## src/dma_pkg.sv

```systemverilog
package dma_pkg;

	localparam int NUM_CH = 2;
	localparam int CH_W = $clog2(NUM_CH);

	typedef logic [CH_W-1:0] ch_t;

	// Word offsets inside a channel block
	localparam logic [1:0] REG_CSR = 2'd0;
	localparam logic [1:0] REG_TXSZ = 2'd1;
	localparam logic [1:0] REG_ADR0 = 2'd2;
	localparam logic [1:0] REG_ADR1 = 2'd3;

	// CSR bit positions
	localparam int CSR_EN = 0;
	localparam int CSR_ARS = 1;
	localparam int CSR_STOP = 3;
	localparam int CSR_BUSY = 10;
	localparam int CSR_DONE = 11;
	localparam int CSR_ERR = 12;
	localparam int CSR_PRI_LO = 13;
	localparam int CSR_PRI_HI = 15;
	localparam int CSR_IMASK_LO = 17;
	localparam int CSR_IMASK_HI = 18;
	localparam int CSR_ISRC_LO = 20;
	localparam int CSR_ISRC_HI = 21;

	// Bit order inside the mask and source fields
	localparam int IRQ_DONE = 0;
	localparam int IRQ_ERR = 1;

	typedef struct packed {
		logic we;
		ch_t ch;
		logic [1:0] idx;
		logic [31:0] data;
	} rf_wr_t;

	typedef struct packed {
		logic re;
		ch_t ch;
		logic [1:0] idx;
	} rf_rd_t;

	typedef struct packed {
		logic en;
		logic [2:0] pri;
		logic [31:0] src;
		logic [31:0] dst;
		logic [11:0] size;
	} ch_regs_t;

	typedef struct packed {
		logic upd;
		ch_t ch;
		logic [31:0] src;
		logic [31:0] dst;
		logic [11:0] size;
	} de_upd_t;

	typedef struct packed {
		logic busy;
		logic done;
		logic err;
		ch_t ch;
	} de_stat_t;

	typedef struct packed {
		logic valid;
		logic we;
		logic [29:0] addr;
		logic [31:0] wdata;
	} mem_req_t;

	typedef struct packed {
		logic ready;
		logic [31:0] rdata;
		logic err;
	} mem_rsp_t;

endpackage

```

## src/dma_axil_slave.sv

```systemverilog
`timescale 1ns/1ps

module dma_axil_slave
	import dma_pkg::*;
(
	input logic clk,
	input logic rst,
	input logic [31:0] s_awaddr,
	input logic s_awvalid,
	output logic s_awready,
	input logic [31:0] s_wdata,
	input logic [3:0] s_wstrb,
	input logic s_wvalid,
	output logic s_wready,
	output logic [1:0] s_bresp,
	output logic s_bvalid,
	input logic s_bready,
	input logic [31:0] s_araddr,
	input logic s_arvalid,
	output logic s_arready,
	output logic [31:0] s_rdata,
	output logic [1:0] s_rresp,
	output logic s_rvalid,
	input logic s_rready,
	output rf_wr_t rf_wr,
	output rf_rd_t rf_rd,
	input logic [NUM_CH-1:0][3:0][31:0] rd_data,
	input logic [NUM_CH-1:0] irq_stat
);

	logic wr_hs;
	logic rd_hs;
	logic wr_go;
	logic wr_we_q;
	ch_t wr_ch_q;
	logic [1:0] wr_idx_q;
	logic [31:0] wr_data_q;
	logic rd_ok;
	logic rd_glob;
	logic [31:0] rd_word;

	// Channel blocks start at 0x20, four words each
	function automatic logic blk_ok(input logic [31:0] a);
		logic [2:0] blk;
		blk = a[7:5];
		return (a[31:8] == '0) && !a[4] && (blk != 3'd0) && (blk <= 3'(NUM_CH));
	endfunction

	function automatic ch_t blk_ch(input logic [31:0] a);
		return CH_W'(a[7:5] - 3'd1);
	endfunction

	assign wr_hs = s_awready && s_awvalid && s_wvalid;
	assign rd_hs = s_arready && s_arvalid;
	assign wr_go = s_awvalid && s_wvalid && !s_awready && !s_bvalid;
	assign s_bresp = 2'b00;
	assign s_rresp = 2'b00;

	always_ff @(posedge clk or negedge rst)
	begin
		if (!rst)
		begin
			s_awready <= 1'b0;
			s_wready <= 1'b0;
			s_bvalid <= 1'b0;
			wr_we_q <= 1'b0;
			s_arready <= 1'b0;
			s_rvalid <= 1'b0;
		end
		else
		begin
			s_awready <= wr_go;
			s_wready <= wr_go;
			// Narrow writes are dropped
			wr_we_q <= wr_hs && blk_ok(s_awaddr) && (s_wstrb == 4'hf);
			if (wr_hs)
				s_bvalid <= 1'b1;
			else if (s_bready)
				s_bvalid <= 1'b0;
			s_arready <= s_arvalid && !s_arready && !s_rvalid;
			if (rd_hs)
				s_rvalid <= 1'b1;
			else if (s_rready)
				s_rvalid <= 1'b0;
		end
	end

	always_ff @(posedge clk)
	begin
		if (wr_hs)
		begin
			wr_ch_q <= blk_ch(s_awaddr);
			wr_idx_q <= s_awaddr[3:2];
			wr_data_q <= s_wdata;
		end
		if (rd_hs)
			s_rdata <= rd_word;
	end

	assign rd_ok = blk_ok(s_araddr);
	assign rd_glob = (s_araddr[31:2] == '0);

	always_comb
	begin
		rf_wr.we = wr_we_q;
		rf_wr.ch = wr_ch_q;
		rf_wr.idx = wr_idx_q;
		rf_wr.data = wr_data_q;
		rf_rd.re = rd_hs && rd_ok;
		rf_rd.ch = blk_ch(s_araddr);
		rf_rd.idx = s_araddr[3:2];
	end

	// Global word carries the per-channel irq lines
	always_comb
	begin
		rd_word = '0;
		if (rd_glob)
			rd_word[NUM_CH-1:0] = irq_stat;
		else if (rd_ok)
			rd_word = rd_data[blk_ch(s_araddr)][s_araddr[3:2]];
	end

	assert property (@(posedge clk) disable iff (!rst)
		$rose(s_bvalid) |-> $past(s_awvalid && s_awready && s_wvalid && s_wready));

endmodule

```

## src/dma_ch_rf.sv

```systemverilog
`timescale 1ns/1ps

module dma_ch_rf
	import dma_pkg::*;
#(
	parameter int CH_NO = 0,
	parameter bit HAVE_ARS = 1'b1
)
(
	input logic clk,
	input logic rst,
	input rf_wr_t rf_wr,
	input rf_rd_t rf_rd,
	input de_upd_t de_upd,
	input de_stat_t de_stat,
	output ch_regs_t regs,
	output logic [3:0][31:0] rd_words,
	output logic stop,
	output logic irq
);

	localparam ch_t MY_CH = CH_W'(CH_NO);

	logic wr_me;
	logic csr_we;
	logic txsz_we;
	logic adr0_we;
	logic adr1_we;
	logic csr_re;
	logic upd_me;
	logic done_ev;
	logic err_ev;
	logic ars_on;
	logic done_we;
	logic en_q;
	logic ars_q;
	logic [2:0] pri_q;
	logic [1:0] imask_q;
	logic [1:0] isrc_q;
	logic done_q;
	logic err_q;
	logic busy_q;
	logic rl_q;
	logic [11:0] size_q;
	logic [31:0] src_q;
	logic [31:0] dst_q;
	logic [11:0] sh_size;
	logic [31:0] sh_src;
	logic [31:0] sh_dst;
	logic [31:0] csr_word;

	assign wr_me = rf_wr.we && (rf_wr.ch == MY_CH);
	assign csr_we = wr_me && (rf_wr.idx == REG_CSR);
	assign txsz_we = wr_me && (rf_wr.idx == REG_TXSZ);
	assign adr0_we = wr_me && (rf_wr.idx == REG_ADR0);
	assign adr1_we = wr_me && (rf_wr.idx == REG_ADR1);
	assign csr_re = rf_rd.re && (rf_rd.ch == MY_CH) && (rf_rd.idx == REG_CSR);

	assign upd_me = de_upd.upd && (de_upd.ch == MY_CH);
	assign done_ev = de_stat.done && (de_stat.ch == MY_CH);
	assign err_ev = de_stat.err && (de_stat.ch == MY_CH);
	assign ars_on = HAVE_ARS && ars_q;
	// With ARS the done is swallowed and the block restarts
	assign done_we = done_ev && !ars_on;

	always_ff @(posedge clk or negedge rst)
	begin
		if (!rst)
		begin
			en_q <= 1'b0;
			ars_q <= 1'b0;
			pri_q <= '0;
			imask_q <= '0;
			isrc_q <= '0;
			done_q <= 1'b0;
			err_q <= 1'b0;
			busy_q <= 1'b0;
			rl_q <= 1'b0;
			stop <= 1'b0;
		end
		else
		begin
			stop <= csr_we && rf_wr.data[CSR_STOP];
			busy_q <= de_stat.busy && (de_stat.ch == MY_CH);
			rl_q <= done_ev && ars_on;
			if (csr_we)
			begin
				en_q <= rf_wr.data[CSR_EN];
				ars_q <= rf_wr.data[CSR_ARS] && HAVE_ARS;
				pri_q <= rf_wr.data[CSR_PRI_HI:CSR_PRI_LO];
				imask_q <= rf_wr.data[CSR_IMASK_HI:CSR_IMASK_LO];
				done_q <= !rf_wr.data[CSR_EN];
				err_q <= 1'b0;
			end
			else
			begin
				if (done_we || err_ev)
					en_q <= 1'b0;
				if (done_we)
					done_q <= 1'b1;
				if (err_ev)
					err_q <= 1'b1;
			end
			// Sources stay until software reads the CSR
			if (done_we)
				isrc_q[IRQ_DONE] <= 1'b1;
			else if (csr_re)
				isrc_q[IRQ_DONE] <= 1'b0;
			if (err_ev)
				isrc_q[IRQ_ERR] <= 1'b1;
			else if (csr_re)
				isrc_q[IRQ_ERR] <= 1'b0;
		end
	end

	// Host writes win over engine write-back
	always_ff @(posedge clk)
	begin
		if (txsz_we)
			size_q <= rf_wr.data[11:0];
		else if (upd_me)
			size_q <= de_upd.size;
		else if (rl_q)
			size_q <= sh_size;
		if (adr0_we)
			src_q <= rf_wr.data;
		else if (upd_me)
			src_q <= de_upd.src;
		else if (rl_q)
			src_q <= sh_src;
		if (adr1_we)
			dst_q <= rf_wr.data;
		else if (upd_me)
			dst_q <= de_upd.dst;
		else if (rl_q)
			dst_q <= sh_dst;
	end

	if (HAVE_ARS)
	begin : g_shadow
		always_ff @(posedge clk)
		begin
			if (txsz_we)
				sh_size <= rf_wr.data[11:0];
			if (adr0_we)
				sh_src <= rf_wr.data;
			if (adr1_we)
				sh_dst <= rf_wr.data;
		end
	end
	else
	begin : g_no_shadow
		assign sh_size = '0;
		assign sh_src = '0;
		assign sh_dst = '0;
	end

	always_comb
	begin
		csr_word = '0;
		csr_word[CSR_EN] = en_q;
		csr_word[CSR_ARS] = ars_on;
		csr_word[CSR_BUSY] = busy_q;
		csr_word[CSR_DONE] = done_q;
		csr_word[CSR_ERR] = err_q;
		csr_word[CSR_PRI_HI:CSR_PRI_LO] = pri_q;
		csr_word[CSR_IMASK_HI:CSR_IMASK_LO] = imask_q;
		csr_word[CSR_ISRC_HI:CSR_ISRC_LO] = isrc_q;
	end

	always_comb
	begin
		rd_words[REG_CSR] = csr_word;
		rd_words[REG_TXSZ] = {20'b0, size_q};
		rd_words[REG_ADR0] = src_q;
		rd_words[REG_ADR1] = dst_q;
		regs.en = en_q && !done_q;
		regs.pri = pri_q;
		regs.src = src_q;
		regs.dst = dst_q;
		regs.size = size_q;
	end

	assign irq = |(isrc_q & imask_q);

	assert property (@(posedge clk) disable iff (!rst) !(done_ev && err_ev));

endmodule

```

## src/dma_ch_sel.sv

```systemverilog
`timescale 1ns/1ps

module dma_ch_sel
	import dma_pkg::*;
(
	input logic clk,
	input logic rst,
	input ch_regs_t [NUM_CH-1:0] ch_regs,
	input de_stat_t de_stat,
	output logic start,
	output ch_t grant_ch,
	output ch_regs_t grant_regs
);

	typedef enum logic [1:0] {SEL_IDLE, SEL_HOLD, SEL_GAP} sel_state_t;

	sel_state_t state;
	logic req;
	ch_t pick;
	logic [2:0] best_pri;

	// Strict compare keeps the lower channel on a tie
	always_comb
	begin
		req = 1'b0;
		pick = '0;
		best_pri = '0;
		for (int i = 0; i < NUM_CH; i++)
		begin
			if (ch_regs[i].en && (!req || (ch_regs[i].pri > best_pri)))
			begin
				req = 1'b1;
				pick = CH_W'(i);
				best_pri = ch_regs[i].pri;
			end
		end
	end

	always_ff @(posedge clk or negedge rst)
	begin
		if (!rst)
		begin
			state <= SEL_IDLE;
			start <= 1'b0;
			grant_ch <= '0;
		end
		else
		begin
			start <= 1'b0;
			case (state)
				SEL_IDLE:
					if (req)
					begin
						start <= 1'b1;
						grant_ch <= pick;
						state <= SEL_HOLD;
					end
				SEL_HOLD:
					if (de_stat.done || de_stat.err)
						state <= SEL_GAP;
				default:
					state <= SEL_IDLE;
			endcase
		end
	end

	assign grant_regs = ch_regs[grant_ch];

	// Engine must be back in idle before a new grant starts
	assert property (@(posedge clk) disable iff (!rst) start |-> !de_stat.busy);

endmodule

```

## src/dma_engine.sv

```systemverilog
`timescale 1ns/1ps

module dma_engine
	import dma_pkg::*;
(
	input logic clk,
	input logic rst,
	input logic start,
	input ch_t grant_ch,
	input ch_regs_t grant_regs,
	input logic [NUM_CH-1:0] stop,
	input mem_rsp_t mem_rsp,
	output mem_req_t mem_req,
	output de_upd_t de_upd,
	output de_stat_t de_stat
);

	typedef enum logic [1:0] {DE_IDLE, DE_READ, DE_WRITE, DE_UPDATE} de_state_t;

	de_state_t state;
	ch_t ch_q;
	logic upd_q;
	logic done_q;
	logic err_q;
	logic stop_q;
	logic stop_now;
	logic [31:0] src_q;
	logic [31:0] dst_q;
	logic [31:0] data_q;
	logic [11:0] cnt_q;

	// A stop during a pending request waits for that request to finish
	assign stop_now = stop_q || stop[ch_q];

	always_ff @(posedge clk or negedge rst)
	begin
		if (!rst)
		begin
			state <= DE_IDLE;
			ch_q <= '0;
			upd_q <= 1'b0;
			done_q <= 1'b0;
			err_q <= 1'b0;
			stop_q <= 1'b0;
		end
		else
		begin
			upd_q <= 1'b0;
			done_q <= 1'b0;
			err_q <= 1'b0;
			if ((state != DE_IDLE) && stop[ch_q])
				stop_q <= 1'b1;
			case (state)
				DE_IDLE:
					if (start)
					begin
						ch_q <= grant_ch;
						stop_q <= 1'b0;
						if (grant_regs.size == '0)
							done_q <= 1'b1;
						else
							state <= DE_READ;
					end
				DE_READ:
					if (mem_rsp.ready)
					begin
						if (mem_rsp.err || stop_now)
						begin
							err_q <= 1'b1;
							state <= DE_IDLE;
						end
						else
							state <= DE_WRITE;
					end
				DE_WRITE:
					if (mem_rsp.ready)
					begin
						if (mem_rsp.err)
						begin
							err_q <= 1'b1;
							state <= DE_IDLE;
						end
						else
						begin
							upd_q <= 1'b1;
							state <= DE_UPDATE;
							if (stop_now)
								err_q <= 1'b1;
							else if (cnt_q == 12'd1)
								done_q <= 1'b1;
						end
					end
				DE_UPDATE:
					if (done_q || err_q)
						state <= DE_IDLE;
					else
						state <= DE_READ;
			endcase
		end
	end

	always_ff @(posedge clk)
	begin
		if ((state == DE_IDLE) && start)
		begin
			src_q <= grant_regs.src;
			dst_q <= grant_regs.dst;
			cnt_q <= grant_regs.size;
		end
		if ((state == DE_READ) && mem_rsp.ready)
			data_q <= mem_rsp.rdata;
		if ((state == DE_WRITE) && mem_rsp.ready && !mem_rsp.err)
		begin
			src_q <= src_q + 32'd4;
			dst_q <= dst_q + 32'd4;
			cnt_q <= cnt_q - 12'd1;
		end
	end

	always_comb
	begin
		mem_req.valid = (state == DE_READ) || (state == DE_WRITE);
		mem_req.we = (state == DE_WRITE);
		mem_req.addr = (state == DE_WRITE) ? dst_q[31:2] : src_q[31:2];
		mem_req.wdata = data_q;
		// Working copies are already advanced when upd_q is high
		de_upd.upd = upd_q;
		de_upd.ch = ch_q;
		de_upd.src = src_q;
		de_upd.dst = dst_q;
		de_upd.size = cnt_q;
		de_stat.busy = (state != DE_IDLE);
		de_stat.done = done_q;
		de_stat.err = err_q;
		de_stat.ch = ch_q;
	end

	assert property (@(posedge clk) disable iff (!rst)
		mem_req.valid && !mem_rsp.ready |=> mem_req.valid && $stable(mem_req));

endmodule

```

## src/dma_top.sv

```systemverilog
`timescale 1ns/1ps

module dma_top
	import dma_pkg::*;
#(
	parameter bit [NUM_CH-1:0] HAVE_ARS = 2'b01
)
(
	input logic clk,
	input logic rst,
	input logic [31:0] s_awaddr,
	input logic s_awvalid,
	output logic s_awready,
	input logic [31:0] s_wdata,
	input logic [3:0] s_wstrb,
	input logic s_wvalid,
	output logic s_wready,
	output logic [1:0] s_bresp,
	output logic s_bvalid,
	input logic s_bready,
	input logic [31:0] s_araddr,
	input logic s_arvalid,
	output logic s_arready,
	output logic [31:0] s_rdata,
	output logic [1:0] s_rresp,
	output logic s_rvalid,
	input logic s_rready,
	output mem_req_t mem_req,
	input mem_rsp_t mem_rsp,
	output logic irq
);

	rf_wr_t rf_wr;
	rf_rd_t rf_rd;
	logic [NUM_CH-1:0][3:0][31:0] rd_data;
	logic [NUM_CH-1:0] irq_ch;
	logic [NUM_CH-1:0] stop_ch;
	ch_regs_t [NUM_CH-1:0] ch_regs;
	de_upd_t de_upd;
	de_stat_t de_stat;
	logic start;
	ch_t grant_ch;
	ch_regs_t grant_regs;

	dma_axil_slave u_slave (
		.clk(clk),
		.rst(rst),
		.s_awaddr(s_awaddr),
		.s_awvalid(s_awvalid),
		.s_awready(s_awready),
		.s_wdata(s_wdata),
		.s_wstrb(s_wstrb),
		.s_wvalid(s_wvalid),
		.s_wready(s_wready),
		.s_bresp(s_bresp),
		.s_bvalid(s_bvalid),
		.s_bready(s_bready),
		.s_araddr(s_araddr),
		.s_arvalid(s_arvalid),
		.s_arready(s_arready),
		.s_rdata(s_rdata),
		.s_rresp(s_rresp),
		.s_rvalid(s_rvalid),
		.s_rready(s_rready),
		.rf_wr(rf_wr),
		.rf_rd(rf_rd),
		.rd_data(rd_data),
		.irq_stat(irq_ch)
	);

	for (genvar i = 0; i < NUM_CH; i++)
	begin : g_ch
		dma_ch_rf #(
			.CH_NO(i),
			.HAVE_ARS(HAVE_ARS[i])
		) u_rf (
			.clk(clk),
			.rst(rst),
			.rf_wr(rf_wr),
			.rf_rd(rf_rd),
			.de_upd(de_upd),
			.de_stat(de_stat),
			.regs(ch_regs[i]),
			.rd_words(rd_data[i]),
			.stop(stop_ch[i]),
			.irq(irq_ch[i])
		);
	end

	dma_ch_sel u_sel (
		.clk(clk),
		.rst(rst),
		.ch_regs(ch_regs),
		.de_stat(de_stat),
		.start(start),
		.grant_ch(grant_ch),
		.grant_regs(grant_regs)
	);

	dma_engine u_engine (
		.clk(clk),
		.rst(rst),
		.start(start),
		.grant_ch(grant_ch),
		.grant_regs(grant_regs),
		.stop(stop_ch),
		.mem_rsp(mem_rsp),
		.mem_req(mem_req),
		.de_upd(de_upd),
		.de_stat(de_stat)
	);

	assign irq = |irq_ch;

endmodule

```

## config.mk

```make
export PLATFORM = sky130hd
export DESIGN_NAME = dma_top
export DESIGN_NICKNAME = d
export VERILOG_FILES = /design/src/dma_pkg.sv /design/src/dma_axil_slave.sv /design/src/dma_ch_rf.sv /design/src/dma_ch_sel.sv /design/src/dma_engine.sv /design/src/dma_top.sv
export SDC_FILE = /design/constraint.sdc
export NUM_CORES = 1
export LEC_CHECK = 0
export BUFFER_PORTS_ARGS = -buffer_cell sky130_fd_sc_hd__buf_2
export CORE_MARGIN = 4
export CORE_UTILIZATION = 50
export CTS_BUF_LIST = sky130_fd_sc_hd__clkbuf_8
export DETAILED_ROUTE_END_ITERATION = 8
export PLACE_DENSITY = 0.7
export REMOVE_ABC_BUFFERS = 1
export SETUP_SLACK_MARGIN = 0.05
export SLEW_MARGIN = 20
export SYNTH_ARGS = -nofsm -noshare
export SYNTH_HDL_FRONTEND = slang
export SYNTH_SLANG_ARGS = --single-unit
```

## constraint.sdc

```tcl
create_clock -name clk -period 3.45 [get_ports clk]
set_input_delay 0.345 -clock clk [delete_from_list [all_inputs] [get_ports clk]]
set_output_delay 0.345 -clock clk [all_outputs]
set_load 0.05 [all_outputs]
```

==> flow_metrics.env <==
export IMPL_status="completed"
export IMPL_p_leak_nw=9.33
export IMPL_crit_arrival_ns=2.62
export IMPL_critical_path_max_stage_delay_ns=0.54
export IMPL_fin_nets=2127
export IMPL_final_area_sq_mm=0.0254
export IMPL_hold_viol_final=0
export IMPL_io_buffers=238
export IMPL_wl_per_cell_microns=22.7
export IMPL_grt_pass1_wl_mm=90.2
export IMPL_timing_rr_start="u_engine.dst_q[2]$_DFFE_PP_"
export IMPL_antenna_found_initial=0
export IMPL_postCtsSetupBuffers=0
export IMPL_initialDrtViolationCount=1397
export IMPL_die_h_microns=215
export IMPL_grt_ovfl_total=0
export IMPL_min_path_type="in -> reg"
export IMPL_cts_root_buffer="clkbuf_8"
export IMPL_viasPerCell=6.02
export IMPL_ios=247
export IMPL_cpMaxStageDelayCell="buf_4"
export IMPL_slew_viol_final=0
export IMPL_holdPathStages=3
export IMPL_grt_pass1_vias=15612
export IMPL_finalClockSkew_ns=0.0360
export IMPL_slew_headroom_pct=31.8
export IMPL_hpwl_mm=36.4
export IMPL_synth_flop_cell="edfxtp_1"
export IMPL_tightest_slew_ns=1.02
export IMPL_clk_insertion_delay_late_ns=0.64
export IMPL_n_fill_cell=3368
export IMPL_syn_inst=1664
export IMPL_min_delay_start="mem_rsp[0]"
export IMPL_max_clock_freq_mhz=337
export IMPL_path_buf_inv=3
export IMPL_drv_cap=0
export IMPL_cp_max_fo=36
export IMPL_place_area_sq_mm=0.0233
export IMPL_async_flop_share_pct=9.44
export IMPL_synth_edf_count=403
export IMPL_die_width_microns=215
export IMPL_worstPathCellList="inv_1 -> ha_2 -> buf_4 -> mux2_2 -> buf_2"
export IMPL_power_mw=12.5
export IMPL_layout_common_cells="403 x edfxtp_1, 237 x buf_2, 165 x nand2_1"
export IMPL_routed_wl_mm=58.2
export IMPL_synth_cell_types=57
export IMPL_num_vias=15449
export IMPL_grt_usage_pct=24.9
export IMPL_rsz0062_at_grt="no"
export IMPL_cp_depth=5
export IMPL_path_clk_slew_ns=0.06
export IMPL_drive_above_1_share_pct=27.5
export IMPL_core_area_sq_mm=0.0422
export IMPL_crit_required_ns=3.11
export IMPL_gp_congestion=0.832
export IMPL_fin_setup_tns_ns=0
export IMPL_dieArea_sq_mm=0.0464
export IMPL_area_growth_pct=18.2
export IMPL_synth_area_sq_mm=0.0215
export IMPL_cp_startpoint="u_engine.state[0]$_DFFE_PN0P_"
export IMPL_syn_area_per_cell_sq_um=12.9
export IMPL_yosysSeqAreaShare_pct=61.1
export IMPL_final_util_pct=60.2
export IMPL_final_common_cell="edfxtp_1"
export IMPL_start_util_pct=50.9
export IMPL_h_tree_depth=3
export IMPL_critPathLaunchType="flop"
export IMPL_holdWs_ns=0.0813
export IMPL_reg2regPathDepth=5
export IMPL_powerDensity_mw_per_mm2=492
export IMPL_worstSetupPathType="reg -> out"
export IMPL_cts_tree="yes"
export IMPL_drtPass1Iterations=5
export IMPL_cp_top_family="buffers and inverters"
export IMPL_fin_crit_ns=2.97
export IMPL_drc=0
export IMPL_ant_nets=0
export IMPL_crit_path_end_kind="primary output"
export IMPL_setup_viol_count_final=0
export IMPL_synth_warnings=0
export IMPL_irDropWorstVdd_v=0.000313
export IMPL_cts_sinks=445
export IMPL_rows=75
export IMPL_cts_buffers=76
export IMPL_cts_resized_gates=0
export IMPL_min_period_over_period_pct=86.0
export IMPL_cts_max_path_buffers=3
export IMPL_synth_seq_cells=445
export IMPL_grt_max_degree=104
==> worst paths after layout <==
check                           slack [ns]                            endpoint
worst max register to register        0.80        u_engine.dst_q[30]$_DFFE_PP_
min in group asynchronous             0.44  g_ch[1].u_rf.isrc_q[0]$_DFFE_PN0P_
worst max-delay path                  0.48                         mem_req[40]
worst min register to register        0.46         u_slave.s_awready$_DFF_PN0_
max in group asynchronous             2.31          u_sel.grant_ch$_DFFE_PN0P_
worst min-delay path                  0.08            u_engine.err_q$_DFF_PN0_
==> routing by layer <==
layer | GRT usage [%] | up-vias | part of all wire, %
met4 | 8.42 | 0 | 3.0
li1 | - | 6990 | -
met2 | 41.3 | 652 | 49
met1 | 33.2 | 7671 | 40
met5 | 0 | - | 0
met3 | 4.88 | 136 | 7.4
==> flip-flops by register name, summed over array words and instances, names as in the netlist, 4 cells and up <==
signal             cells
g_ch.u_rf.dst_q       64
g_ch.u_rf.imask_q      4
g_ch.u_rf.isrc_q       4
g_ch.u_rf.pri_q        6
g_ch.u_rf.sh_dst      32
g_ch.u_rf.sh_size     12
g_ch.u_rf.sh_src      32
g_ch.u_rf.size_q      24
g_ch.u_rf.src_q       64
u_engine.cnt_q        12
u_engine.data_q       32
u_engine.dst_q        32
u_engine.src_q        32
u_slave.s_rdata       32
u_slave.wr_data_q     32
==> timing repair <==
item	in CTS	in global routing
hold buffers	78	0
hold endpoints to repair	115	0
setup endpoints to repair	0	0
==> worst min-delay path, cell delays in order <==
cell and delay, ns:
buf_2 0.11, nor3_1 0.07, nor2_1 0.12
==> report_power, final <==
part | switching (mW) | total (mW) | internal [mW]
clock | 2.11 | 4.45 | 2.34
sequential | 0.154 | 6.27 | 6.12
combinational | 1.22 | 1.79 | 0.569
==> cell usage after synthesis, drive strengths merged (4+ instances only) <==
master  number  area [sq um]
a211oi      61           458
a21oi       40           200
a22oi       18           135
a31oi       67           419
and2         9          56.3
and3         4          25.0
and4         5          43.8
buf         29           151
clkbuf      92           348
dfrtp       42          1050
edfxtp     403         12100
ha          11           138
inv         27           101
mux2       129          1450
mux2i       58           581
mux4        35           788
nand2      166           623
nand2b       7          43.8
nand3       25           135
nand4       21           131
nor2        78           293
nor2b       83           519
nor3         9          45.0
nor3b        7          52.6
nor4        22           138
nor4b        4          35.0
o21ai       81           405
o31ai       22           165
or2          4          25.0
or3         15          97.6
or4         29           218
xnor2       20           175
xor2        15           131
==> per-stage QoR <==
| stage | std cells | setup slack, ns |
|---|---|---|
| 2_1_floorplan | 1545 | -1.39 |
| 3_3_place_gp | 2358 | 0.895 |
| 3_5_place_dp | 2358 | 0.827 |
| 4_1_cts | 2566 | 0.465 |
| 5_1_grt | 2566 | 0.406 |
| 6_report | 2567 | 0.482 |
==> logic make-up after synthesis <==
| kind of cell | Yosys count | share of synthesized area [%] |
|---|---|---|
| simple gates | 494 | 11.8 |
| flops | 445 | 61.1 |
| compound gates | 306 | 8.90 |
| mux | 222 | 13.1 |
| buf+inv | 150 | 2.96 |
| xor+xnor | 35 | 1.43 |
| fa+ha+maj | 11 | 0.640 |
| other cells | 1 | 0.0174 |
==> final cells by class <==
class                      count  area [sq um]  area share [%]
clock buffer                  83          1140            4.49
sequential                   445         13200            51.8
multi-input combinational   1072          7770            30.6
inverter                      28           108           0.423
antenna                        1          2.50         0.00984
tap                          539           674            2.65
timing repair buffer         352          2320            9.12
clock inverter                47           244           0.960
Note: power is estimated with default switching activity, not from simulation.
